**config.mk**
```make
export PLATFORM = sky130hd
export DESIGN_NAME = icache_tag_array
export DESIGN_NICKNAME = d
export VERILOG_FILES = /design/src/icache_pkg.sv /design/src/icache_tag_array.sv
export SDC_FILE = /design/constraint.sdc
export NUM_CORES = 2
export LEC_CHECK = 0
export BUFFER_PORTS_ARGS = -buffer_cell sky130_fd_sc_hd__buf_2
export CORE_MARGIN = 8
export CORE_UTILIZATION = 45
export DETAILED_ROUTE_END_ITERATION = 6
export SLEW_MARGIN = 20
export SYNTH_ARGS = -nofsm -noshare
export SYNTH_HDL_FRONTEND = slang
export SYNTH_SLANG_ARGS = --single-unit
export TNS_END_PERCENT = 5
```
**constraint.sdc**
```tcl
create_clock -name clk -period 4.55 [get_ports clk]
set_input_delay 0 -clock clk [delete_from_list [all_inputs] [get_ports clk]]
set_output_delay 0 -clock clk [all_outputs]
set_load 0.01 [all_outputs]
```
**src/icache_pkg.sv**
```systemverilog
`default_nettype none

package icache_pkg;

    //////////////////////////////
    // cache geometry
    //////////////////////////////

    localparam int WAYS           = 4;
    localparam int SETS           = 32;
    localparam int WORDS_PER_LINE = 16;
    localparam int TAG_W          = 21;
    localparam int INDEX_W        = 5;
    localparam int OFFSET_W       = 6;
    localparam int LINE_W         = 512;
    localparam int WORD_W         = 32;

    typedef logic [1:0] way_t;

    //////////////////////////////
    // address views
    //////////////////////////////

    // lookup fields, msb first
    typedef struct packed {
        logic [TAG_W-1:0]    tag;
        logic [INDEX_W-1:0]  index;
        logic [OFFSET_W-3:0] wsel;
        logic [1:0]          bsel;
    } addr_fields_t;

    // flat word for memory and response, fields for lookup
    typedef union packed {
        logic [31:0]  word;
        addr_fields_t f;
    } addr_u;

    //////////////////////////////
    // pipeline records
    //////////////////////////////

    // stage two register
    typedef struct packed {
        logic  valid;
        addr_u addr;
        logic  hit;
        way_t  hit_way;
        logic  bypass;
    } lookup_t;

    // response to the fetch unit
    typedef struct packed {
        logic              ok1;
        logic              ok2;
        logic [31:0]       addr;
        logic [WORD_W-1:0] inst1;
        logic [WORD_W-1:0] inst2;
    } fetch_rsp_t;

endpackage

`default_nettype wire

```
**src/icache_tag_array.sv**
```systemverilog
`timescale 1ns/1ps
`default_nettype none

module icache_tag_array import icache_pkg::*; (
    input  logic  clk,
    input  logic  rst,
    input  addr_u lookup_addr_i,
    input  logic  fill_en_i,
    input  way_t  fill_way_i,
    input  addr_u fill_addr_i,
    output logic  hit_o,
    output way_t  hit_way_o,
    output logic  bypass_o
);

    logic [TAG_W-1:0] tag_q   [WAYS][SETS];
    logic             valid_q [WAYS][SETS];
    logic             same_set;
    logic             fill_tag_match;
    logic [WAYS-1:0]  way_match;

    //////////////////////////////
    // lookup
    //////////////////////////////

    // refill of this cycle lands in the set being looked up
    assign same_set = fill_en_i && (fill_addr_i.f.index == lookup_addr_i.f.index);
    assign fill_tag_match = (fill_addr_i.f.tag == lookup_addr_i.f.tag);

    // fill way holds stale contents until the edge, so use the incoming tag
    always_comb begin
        for (int w = 0; w < WAYS; w++) begin
            if (same_set && (fill_way_i == way_t'(w))) begin
                way_match[w] = fill_tag_match;
            end else begin
                way_match[w] = valid_q[w][lookup_addr_i.f.index] &&
                               (tag_q[w][lookup_addr_i.f.index] == lookup_addr_i.f.tag);
            end
        end
    end

    always_comb begin
        hit_way_o = '0;
        for (int w = 0; w < WAYS; w++) begin
            if (way_match[w]) begin
                hit_way_o = way_t'(w);
            end
        end
    end

    assign hit_o    = |way_match;
    assign bypass_o = same_set && fill_tag_match;

    //////////////////////////////
    // refill write
    //////////////////////////////

    always_ff @(posedge clk) begin
        if (!rst) begin
            for (int w = 0; w < WAYS; w++) begin
                for (int s = 0; s < SETS; s++) begin
                    valid_q[w][s] <= 1'b0;
                end
            end
        end else if (fill_en_i) begin
            valid_q[fill_way_i][fill_addr_i.f.index] <= 1'b1;
        end
    end

    always_ff @(posedge clk) begin
        if (fill_en_i) begin
            tag_q[fill_way_i][fill_addr_i.f.index] <= fill_addr_i.f.tag;
        end
    end

endmodule

`default_nettype wire

```
==> results.md <==
* Register area share after synthesis at 0.7556
* Net Count, Synth at 5,532
* Synth cell types at 76
* Grt ovf at 0
* Post-route insts no fill at 9,396
* Iteration-0 DRC Markers at 9,177
* Pin count of the biggest net entering global routing at 114
* Vias in the first global route at 58,415
* CTS Buffer Depth at 4
* Post-synthesis cell count at 5,463
* Crit-path max FO at 2
* Minimum clock period after layout at 4.599 ns
* Reg-to-reg slack, setup at 3.93 ns
* Final Hold Fails at 0
* Worst min-delay path class: in2reg
* Vias after detailed routing at 60,215
* Initial antenna violation count at 32
* Post-synth EDFFs at 2,688
* Final Cycle Share at 1.011
* Power density cells at 438.8 nW/um2
* Crit path launch type: flop
* Cell Rows at 181
* Clock Root Buffer: clkbuf_16
* Die area at 261,000 um2
* Clk_lat worst skew at 0.90 ns
* Post-synthesis cell type with the largest combined area: edfxtp_1
* Dpl ws at -0.05287 ns
* P_leak at 41.02 nW
* Core Region at 243,500 um2
* Post-Route WL at 353,400 um
* CTS clk-pin slew, worst paths at 0.06 ns
* Final GP Congestion at 0.8872
* DR WL/cell at 37.61 um
* Netlist Area Pre-Place at 110,200 um2
* Failing checks: setup timing
* Global-route wire length before repair at 480,000 um
* Ports at 73
* Ranking of synthesized cells by area: edfxtp_1 73%, mux4_2 11%, mux2i_1 3.2%
* CTS Sinks at 2,816
* Die Width at 510.9 um
* Share of cells above drive strength 1 at 0.2660
* RSZ-0062 raised after global routing: true
* All-Layer GR Usage at 0.2621
* CTS H-tree lvls at 5
* Fin nets at 6,024
* Slew margin rel. at 0.2078
* Result of the run: finished with violations
* Post-synth ARST share at 0
* Critical path data required time at 4.55 ns
* Worst Slack Setup Final at -0.04921 ns
* Average cell area after synthesis at 20.17 um2
* Num CTS Buffers at 306
* Post-synth top flop: edfxtp_1
* Clock Skews at 0 ns
* Synth warn at 0
* Pre-antenna DRT Iters at 6
* ANT nets after route at 0
* Max Slew Vio Count at 0
* Placed cell count at 8,825
* DIE HEIGHT at 510.9 um
* Final setup fails at 1
* Post-synth top area share at 0.7324
* Worst-Margin Slew at 1.186 ns
* Setup tns final at -0.04921 ns
* VDD IR max at 0.4586 mV
* TritonCTS clock tree: yes
* Critical Path AT at 4.60 ns
* Critical path class: reg2out
* Total of max-cap violations at 0
* Final HPWL DP at 208,600 um
* Area grow syn2layout at 14.86%
* Number of port buffers at 60
* Max Clk Rate at 217.4 MHz
* Seq cells post-synth at 2,816
* Starting density of the core at 0.4527
* DR vias/cell at 6.409
* Drt drc at 0
* CP Capture Type: primary output
## metrics by stage
stage | total power [W] | instance area, um2 | hold slack, ns | util
floorplan | 0.03067 | 110200 | 0.09887 | -
global placement | 0.03227 | 116800 | 0.4117 | 0.4798
detailed placement | 0.03231 | 116800 | 0.4186 | 0.4799
CTS | 0.05574 | 126500 | 0.01381 | 0.5196
global route | 0.05684 | 126500 | 0.06111 | 0.5198
finish | 0.05555 | 126600 | 0.05096 | 0.5200
## cells in the mapped netlist, drive strengths merged, types with 25 or more instances
cell type	instances
a21oi	73
a221oi	48
a22oi	96
a31oi	26
and3	25
buf	233
clkbuf	87
dfxtp	128
edfxtp	2688
mux2	50
mux2i	351
mux4	550
nand2	235
nand3	26
nor2	189
o21a	128
o21ai	59
o221ai	25
o22ai	68
xnor2	65
xor2	72
## registers in the layout, indices dropped and copies added, names as in the netlist
| name | flops |
|---|---|
| tag_q | 2688 |
| valid_q | 128 |
## logic make-up after synthesis
group           count (synthesis)  share of synthesized area
mux                           951                     0.1497
xor+xnor                      137                    0.01089
simple gates                  598                    0.02419
buf+inv                       329                    0.01839
flops                        2816                     0.7556
compound gates                632                    0.04121
## power breakdown
group	internal [W]	total, W	switching [W]
clock	0.0138	0.0237	0.00994
sequential	0.0285	0.0285	0.0000228
combinational	0.00111	0.00336	0.00225
## area by class of cell
class | count | area (um2)
Multi-Input combinational cell | 2318 | 25430
Antenna cell | 18 | 45.04
Clock buffer | 387 | 8149
Tap cell | 3202 | 4006
Clock inverter | 142 | 1215
Inverter | 9 | 40.04
Timing Repair Buffer | 504 | 4423
Fill cell | 18957 | 116900
Sequential cell | 2816 | 83280
## placed cells by master, fill, tap and decap left out, types with 13 or more instances in the layout
cell	n
mux4_2	543
nand4_1	17
a221oi_1	45
buf_2	31
nor3_1	18
nor2_1	56
nand2b_1	13
a31oi_1	24
mux2_2	50
xor2_1	72
o21ai_0	56
a22oi_1	95
nor2_4	13
a21oi_1	73
xnor2_1	65
clkinv_1	63
dfxtp_1	128
diode_2	18
a22o_1	13
and3_1	25
nor4_1	21
a32oi_1	14
bufinv_16	20
o221ai_1	25
nor2_2	120
mux2i_1	349
o21a_1	128
clkbuf_1	69
clkinv_2	45
edfxtp_1	2688
buf_4	394
nand3_1	26
buf_12	48
nand2_1	234
dlygate4sd3_1	24
o22ai_1	68
clkbuf_16	312
## critical path, stage by stage, from the launching register on
cell      delay [ns]
edfxtp_1        0.38
mux4_2          0.47
mux4_2          0.46
o21ai_0         0.76
xor2_1          0.18
nand4_1         0.15
nor4_1          0.06
buf_4           0.16
a311o_2         0.40
a2111o_1        0.36
buf_12          0.16
buf_6           0.11
## what timing repair did
| item | CTS | global route |
|---|---|---|
| cloned | 0 | 0 |
| endpoints found under the hold margin | 1352 | 0 |
| resized for setup | 14 | 7 |
| setup endpoints to repair | 3 | 3 |
| hold buffers | 24 | 0 |
| setup buffers | 1 | 0 |
| pin swaps | 9 | 1 |
## metal layers
layer | track usage | vias to the layer above | routed length [um]
li1 | - | 23549 | -
met1 | 0.3590 | 32154 | 137100
met2 | 0.4000 | 3730 | 159700
met3 | 0.07579 | 766 | 40890
met4 | 0.09993 | 16 | 15270
met5 | 0.003652 | - | 425
## worst paths after layout
kind,start,endpoint,depth (start not counted)
worst max-delay path,tag_q[3][459]$_DFFE_PP_,hit_o,11
worst min-delay path,fill_addr_i[27],tag_q[1][163]$_DFFE_PP_,2
worst max register to register,valid_q[0][31]$_DFF_P_,valid_q[0][31]$_DFF_P_,1
worst min register to register,valid_q[0][6]$_DFF_P_,valid_q[0][6]$_DFF_P_,1
Power figures use the tool's default switching activity.
