--- config.mk ---
export PLATFORM = sky130hd
export DESIGN_NAME = icache_plru
export DESIGN_NICKNAME = d
export VERILOG_FILES = /design/src/icache_pkg.sv /design/src/icache_plru.sv
export SDC_FILE = /design/constraint.sdc
export NUM_CORES = 1
export LEC_CHECK = 0
export BUFFER_PORTS_ARGS = -buffer_cell sky130_fd_sc_hd__buf_4
export CORE_MARGIN = 2
export CORE_UTILIZATION = 50
export DETAILED_ROUTE_END_ITERATION = 10
export PLACE_DENSITY = 0.66
export SETUP_SLACK_MARGIN = 0.3
export SYNTH_ARGS = -nofsm -noshare
export SYNTH_HDL_FRONTEND = slang
export SYNTH_SLANG_ARGS = --single-unit
export TNS_END_PERCENT = 50
--- constraint.sdc ---
create_clock -name clk -period 2.05 [get_ports clk]
set_input_delay 0.41 -clock clk [delete_from_list [all_inputs] [get_ports clk]]
set_output_delay 0.41 -clock clk [all_outputs]
set_load 0.005 [all_outputs]
--- src/icache_pkg.sv ---
`default_nettype none

package icache_pkg;

    //////////////////////////////
    // cache geometry
    //////////////////////////////

    localparam int WAYS           = 4;
    localparam int SETS           = 32;
    localparam int WORDS_PER_LINE = 16;
    localparam int TAG_W          = 21;
    localparam int INDEX_W        = 5;
    localparam int OFFSET_W       = 6;
    localparam int LINE_W         = 512;
    localparam int WORD_W         = 32;

    typedef logic [1:0] way_t;

    //////////////////////////////
    // address views
    //////////////////////////////

    // lookup fields, msb first
    typedef struct packed {
        logic [TAG_W-1:0]    tag;
        logic [INDEX_W-1:0]  index;
        logic [OFFSET_W-3:0] wsel;
        logic [1:0]          bsel;
    } addr_fields_t;

    // flat word for memory and response, fields for lookup
    typedef union packed {
        logic [31:0]  word;
        addr_fields_t f;
    } addr_u;

    //////////////////////////////
    // pipeline records
    //////////////////////////////

    // stage two register
    typedef struct packed {
        logic  valid;
        addr_u addr;
        logic  hit;
        way_t  hit_way;
        logic  bypass;
    } lookup_t;

    // response to the fetch unit
    typedef struct packed {
        logic              ok1;
        logic              ok2;
        logic [31:0]       addr;
        logic [WORD_W-1:0] inst1;
        logic [WORD_W-1:0] inst2;
    } fetch_rsp_t;

endpackage

`default_nettype wire

--- src/icache_plru.sv ---
`timescale 1ns/1ps
`default_nettype none

module icache_plru import icache_pkg::*; (
    input  logic               clk,
    input  logic               rst,
    input  logic               touch_i,
    input  logic [INDEX_W-1:0] index_i,
    input  way_t               way_i,
    output way_t               victim_o
);

    // bit 2 root, bit 1 leaf of ways 2/3, bit 0 leaf of ways 0/1
    logic [2:0] tree_q [SETS];
    logic [2:0] cur;

    assign cur = tree_q[index_i];

    //////////////////////////////
    // victim walk
    //////////////////////////////

    // root picks the half, that half's leaf picks the way
    always_comb begin
        victim_o[1] = cur[2];
        victim_o[0] = cur[2] ? cur[1] : cur[0];
    end

    //////////////////////////////
    // update on use
    //////////////////////////////

    // point away from the way just used
    always_ff @(posedge clk) begin
        if (!rst) begin
            for (int s = 0; s < SETS; s++) begin
                tree_q[s] <= 3'b000;
            end
        end else if (touch_i) begin
            tree_q[index_i][2] <= ~way_i[1];
            if (way_i[1]) begin
                tree_q[index_i][1] <= ~way_i[0];
            end else begin
                tree_q[index_i][0] <= ~way_i[0];
            end
        end
    end

endmodule

`default_nettype wire

==> qor.yml, run 1 <==
run_status:
  status: "finished with violations"
  violations: "negative setup slack"
finish:
  finalNetCount: 525
  drive_above_1_share: 0.204
  largest_reg_flops: 96
  layoutNonFillerInstCount: 652
  fin_util: 0.596
  reg_top3: "tree_q: 96 flops"
  regMostFlops: "tree_q"
  nFillCells: 826
  syn_to_final_growth_pct: 15.5
  n_antenna_cell: 0
setup_path:
  cp_slowest_cell: "or4bb_1"
  critPathLaunchType: "input port"
  end_kind: "output port"
  crit_fanout: 21
  max_stage_delay_ps: 590
  worst_ep_arrival_time_ps: 2080
  cp.required_ps: 1640
  worstSetupPathType: "in -> out"
  crit_chain: "buf_4, or4bb_1, o22ai_1, nor4_2, nand2_1, mux2_4, buf_6"
power_and_ir_drop:
  p_int_mw: 3.01
  net-switching-power_mw: 0.994
  p_sw_frac: 0.248
  finalPower_mw: 4.00
  p_seq_frac: 0.571
  power.density_nw_per_um2: 688
  p_comb_frac: 0.123
  ir_worst_vdd_mv: 0.305
  leakage_nw: 2.14
  p_clk_frac: 0.306
yosys:
  yosysUniqueCellTypes: 29
  yosysWarnings: 0
  synth-async-reset-ratio: 0
  synth_common_cells: "edfxtp_1, nor2_1, nand2_1"
  yosys-top-cells-area: "edfxtp_1, mux2i_1, o21ai_0"
  ys_seq_area_frac: 0.572
  synth_nets: 491
  post-synth-top-area-cell: "edfxtp_1"
  synth-edff-count: 96
  syn_avg_cell_area_um2: 10.5
  synth-main-ff-cell: "edfxtp_1"
  synth.most_common_cell: "edfxtp_1"
  syn_area_um2: 5040
  synth_top_area_frac: 0.572
  netlist_instances: 481
  synth-seq-cells: 96
detailed_routing:
  wl_per_cell_um: 18.4
  drt_iter0_drc: 333
  ant_nets: 0
  post_drt_via_cell_ratio: 5.80
  drc: 0
  vias: 3780
  drt_first_pass_iters: 5
  routed_wl_um: 12000
floorplan:
  initial_core_util: 0.516
  fp.dieH_um: 104
  dieWidth_um: 104
  die-area_um2: 10900
  coreArea_um2: 9770
  design.portCount: 12
  num_rows: 36
clocking:
  root_buffer: "clkbuf_8"
  cts_tree: "yes"
  cts-hold-fix-buffers: 0
  h-tree-depth: 3
  cts_buffers: 9
  clk_pin_slew_ps: 90
  clock-sinks: 96
  clock_path_buffers: 2
global_route:
  grt_max_degree: 79
  antenna_found_initial: 0
  track_usage: 0.231
  globalRouteOverflowTotal: 0
  grt_pass1_vias: 3759
  grt_pass1_wl_um: 19600
timing:
  final_hold_viol_count: 0
  period_needed_ps: 2490
  worstMarginPinSlew_ps: 684
  timing.fmax_mhz: 402
  whs_ps: 456
  finalCritPeriodShare: 1.21
  maxSlewViolCount: 0
  slew_headroom: 0.544
  finalWorstSetupSlack_ps: -435
  rsz0062_at_grt: "yes"
  report.final.setup_viol: 2
placed_design:
  hpwl_um: 8000
  port_buffers: 11
  place_inst: 637
  finalWeightedCongestion: 0.799
  post-place-ws_ps: -737
min_path:
  hp-class: "in -> reg"
flow_run:
  cap_violations: 0
worst max-delay path, delay by kind of cell:
family | cells | cell delay (ps)
compound gates | 1 | 240
buf+inv | 2 | 300
mux | 1 | 310
simple gates | 3 | 810
per-stage QoR:
stage | TNS (ps) | instance area [um2]
floorplan | -31.3 | 5120
global placement | -1790 | 5590
detailed placement | -2390 | 5590
CTS | -658 | 5800
global route | -835 | 5820
finish | -694 | 5820
routing by layer:
metal	vias up	GRT usage	wire [um]
met5	-	0	0
met4	0	0.0647	144
met3	12	0.0451	634
met2	106	0.387	5990
met1	1838	0.307	5210
li1	1824	-	-
cells by family after synthesis:
family / synth area share
buf+inv: 0.0444
flops: 0.572
simple gates: 0.191
mux: 0.0983
compound gates: 0.0946
path summary, 6_finish.rpt:
path,slack (ps),from,cells past startpoint,to
setup / recovery,-440,index_i[2],7,victim_o[0]
hold / removal,460,way_i[0],2,tree_q[29][0]$_SDFFCE_PN0P_
what timing repair did:
action	4_1_cts	5_1_grt
resized for setup	6	5
pin swaps	2	2
setup buffers	0	0
setup endpoints to repair	4	3
power groups by stage:
stage	registers (mW)	clock network [mW]	logic, mW
6_report	2.29	1.22	0.492
5_1_grt	2.30	1.31	0.535
4_1_cts	2.29	1.23	0.482
3_5_place_dp	2.33	0	0.474
3_3_place_gp	2.33	0	0.462
2_1_floorplan	2.32	0	0.307
layout make-up:
class,instances,area (um2),share of cell area
clock inverters,6,61.3,0.0105
well taps,133,166,0.0286
inverters,2,7.51,0.00129
flip-flops and latches,96,2880,0.495
clock buffers,9,124,0.0213
multi-input cells,338,2010,0.345
repair buffers,68,572,0.0982
layout by cell type, fill, tap and decap left out, types with 5 or more instances in the layout:
cell and n:
edfxtp_1 96, nor2_1 66, buf_4 61, o21ai_0 58
nand2_1 58, mux2i_1 47, nor3_1 32, o22ai_1 22
clkbuf_8 9, nand2_2 7, o21ai_1 6, or4bb_1 5
Power figures use the tool's default switching activity.
==> run 2: changes to the inputs <==
--- a/config.mk
+++ b/config.mk
@@ -6,10 +6,12 @@
 export NUM_CORES = 1
 export LEC_CHECK = 0
 export BUFFER_PORTS_ARGS = -buffer_cell sky130_fd_sc_hd__buf_4
+export CELL_PAD_IN_SITES_DETAIL_PLACEMENT = 1
+export CELL_PAD_IN_SITES_GLOBAL_PLACEMENT = 1
 export CORE_MARGIN = 2
-export CORE_UTILIZATION = 50
+export CORE_UTILIZATION = 45
 export DETAILED_ROUTE_END_ITERATION = 10
-export PLACE_DENSITY = 0.66
+export PLACE_DENSITY = 0.72
 export SETUP_SLACK_MARGIN = 0.3
 export SYNTH_ARGS = -nofsm -noshare
 export SYNTH_HDL_FRONTEND = slang
==> run 2 against run 1 <==
Effect of this change:
- the run still ends with negative setup slack left
- die area up 11%
- global-route usage up 1.3 points
- sequential power about the same
- final area up 3.8%
- fmax down 3.2%
- setup slack worse by 81 ps
- highest routed layer unchanged
==> qor.yml, run 2 (synthesized netlist as in run 1, its figures left out) <==
global_route:
  antenna_found_initial: 0  # unchanged
  grt_pass1_vias: 4246  # was 3,759
  globalRouteOverflowTotal: 0  # unchanged
  grt_pass1_wl_um: 21900  # was 19,600 um
  grt_max_degree: 66  # was 79
  track_usage: 0.244  # was 0.231
finish:
  reg_top3: "tree_q: 96 flops"  # unchanged
  finalNetCount: 535  # was 525
  largest_reg_flops: 96  # unchanged
  syn_to_final_growth_pct: 19.9  # was 15.5%
  most-common-layout-cells: "edfxtp_1, buf_4, nor2_1, nand2_1, o21ai_0"  # was edfxtp_1, nor2_1, buf_4, o21ai_0, nand2_1
  nFillCells: 1158  # was 826
  drive_above_1_share: 0.238  # was 0.204
  regMostFlops: "tree_q"  # unchanged
  n_antenna_cell: 0  # unchanged
  layout_commonest_cell: "edfxtp_1"  # unchanged
clocking:
  clock-sinks: 96  # unchanged
  cts_buffers: 9  # unchanged
  clock_path_buffers: 2  # unchanged
  cts_tree: "yes"  # unchanged
  h-tree-depth: 3  # unchanged
  clk_pin_slew_ps: 90  # about the same
  root_buffer: "clkbuf_8"  # unchanged
detailed_routing:
  vias: 3916  # was 3,780
  post_drt_via_cell_ratio: 5.84  # was 5.80
  drc: 0  # unchanged
  ant_nets: 0  # unchanged
  drt_first_pass_iters: 4  # was 5
  wl_per_cell_um: 20.7  # was 18.4 um
  drt_iter0_drc: 202  # was 333
  routed_wl_um: 13900  # was 12,000 um
setup_path:
  cp.required_ps: 1640  # about the same
  worstSetupPathType: "in -> out"  # unchanged
  worst_ep_arrival_time_ps: 2160  # was 2080 ps
  crit_fanout: 12  # was 21
  critPathLaunchType: "input port"  # unchanged
  end_kind: "output port"  # unchanged
floorplan:
  die-area_um2: 12100  # was 10,900 um2
  dieWidth_um: 110  # was 104 um
  num_rows: 38  # was 36
  fp.dieH_um: 110  # was 104 um
  initial_core_util: 0.463  # was 0.516
  design.portCount: 12  # unchanged
  coreArea_um2: 10900  # was 9770 um2
timing:
  finalWorstSetupSlack_ps: -517  # was -435 ps
  worstMarginPinSlew_ps: 1030  # was 684 ps
  timing.fmax_mhz: 390  # was 402 MHz
  finalCritPeriodShare: 1.25  # was 1.21
  rsz0062_at_grt: "yes"  # unchanged
  whs_ps: 516  # was 456 ps
  report.final.setup_viol: 2  # unchanged
  maxSlewViolCount: 0  # unchanged
  period_needed_ps: 2570  # was 2490 ps
  final_hold_viol_count: 0  # unchanged
  slew_headroom: 0.310  # was 0.544
run_status:
  violations: "negative setup slack"  # unchanged
  status: "finished with violations"  # unchanged
power_and_ir_drop:
  net-switching-power_mw: 1.03  # was 0.994 mW
  p_int_mw: 3.17  # was 3.01 mW
  power.density_nw_per_um2: 694  # was 688 nW/um2
  p_sw_frac: 0.244  # was 0.248
  p_comb_frac: 0.131  # was 0.123
  ir_worst_vdd_mv: 0.315  # was 0.305 mV
  p_seq_frac: 0.547  # was 0.571
  leakage_nw: 2.23  # was 2.14 nW
  p_clk_frac: 0.322  # was 0.306
min_path:
  hp-class: "in -> reg"  # unchanged
  holdPathStages: 2  # unchanged
placed_design:
  finalWeightedCongestion: 0.822  # was 0.799
  post-place-ws_ps: -612  # was -737 ps
  port_buffers: 11  # unchanged
  hpwl_um: 9430  # was 8000 um
flow_run:
  cap_violations: 0  # unchanged
## run 2: power groups by stage
stage | sequential (mW) | combinational (mW) | clock [mW]
finish | 2.29 | 0.552 | 1.35
CTS | 2.30 | 0.533 | 1.37
global route | 2.30 | 0.594 | 1.44
floorplan | 2.32 | 0.307 | 0
detailed placement | 2.34 | 0.489 | 0
global placement | 2.33 | 0.466 | 0
## run 2: stage by stage
step | TNS (ps) | util | cells | power [mW] | area, um2
finish | -970 | 0.555 | 670 | 4.20 | 6050
global route | -1070 | 0.555 | 670 | 4.34 | 6050
CTS | -971 | 0.547 | 665 | 4.20 | 5960
detailed placement | -3300 | 0.514 | 643 | 2.83 | 5600
global placement | -1960 | 0.514 | 643 | 2.80 | 5600
floorplan | -31.3 | - | 481 | 2.62 | 5120
## run 2: what timing repair did
action                     in CTS  in global routing
hold buffers                    0                  0
resized for setup              15                 21
setup endpoints to repair      12                 32
pin swaps                       4                  5
gates cloned                    1                  0
buffers inserted                5                  5
## run 2: final cells by class
class	count	area [um2]	share of cell area
Clock inverter	7	86.3	0.0143
Inverter	2	7.51	0.00124
Sequential cell	96	2880	0.477
Multi-Input combinational cell	338	2080	0.344
Timing Repair Buffer	78	692	0.114
Tap cell	140	175	0.0290
Clock buffer	9	124	0.0205
## run 2: path summary, 6_finish.rpt
check / start / to / slack [ps]
max: index_i[1] / victim_o[0] / -520
min: way_i[0] / tree_q[0][0]$_SDFFCE_PN0P_ / 520
## run 2: critical path, cell delays in order
cell,delay (ps)
buf_4,160
or4_1,580
o22ai_1,280
nor4_2,80
buf_4,150
nand2_4,70
mux2_4,300
buf_6,110
## run 2: metal layers
metal	global-route usage	wire length, um	vias to the layer above
li1	-	-	1848
met1	0.295	5950	1973
met2	0.421	7140	73
met3	0.0486	500	22
met4	0.103	309	0
met5	0	0	-
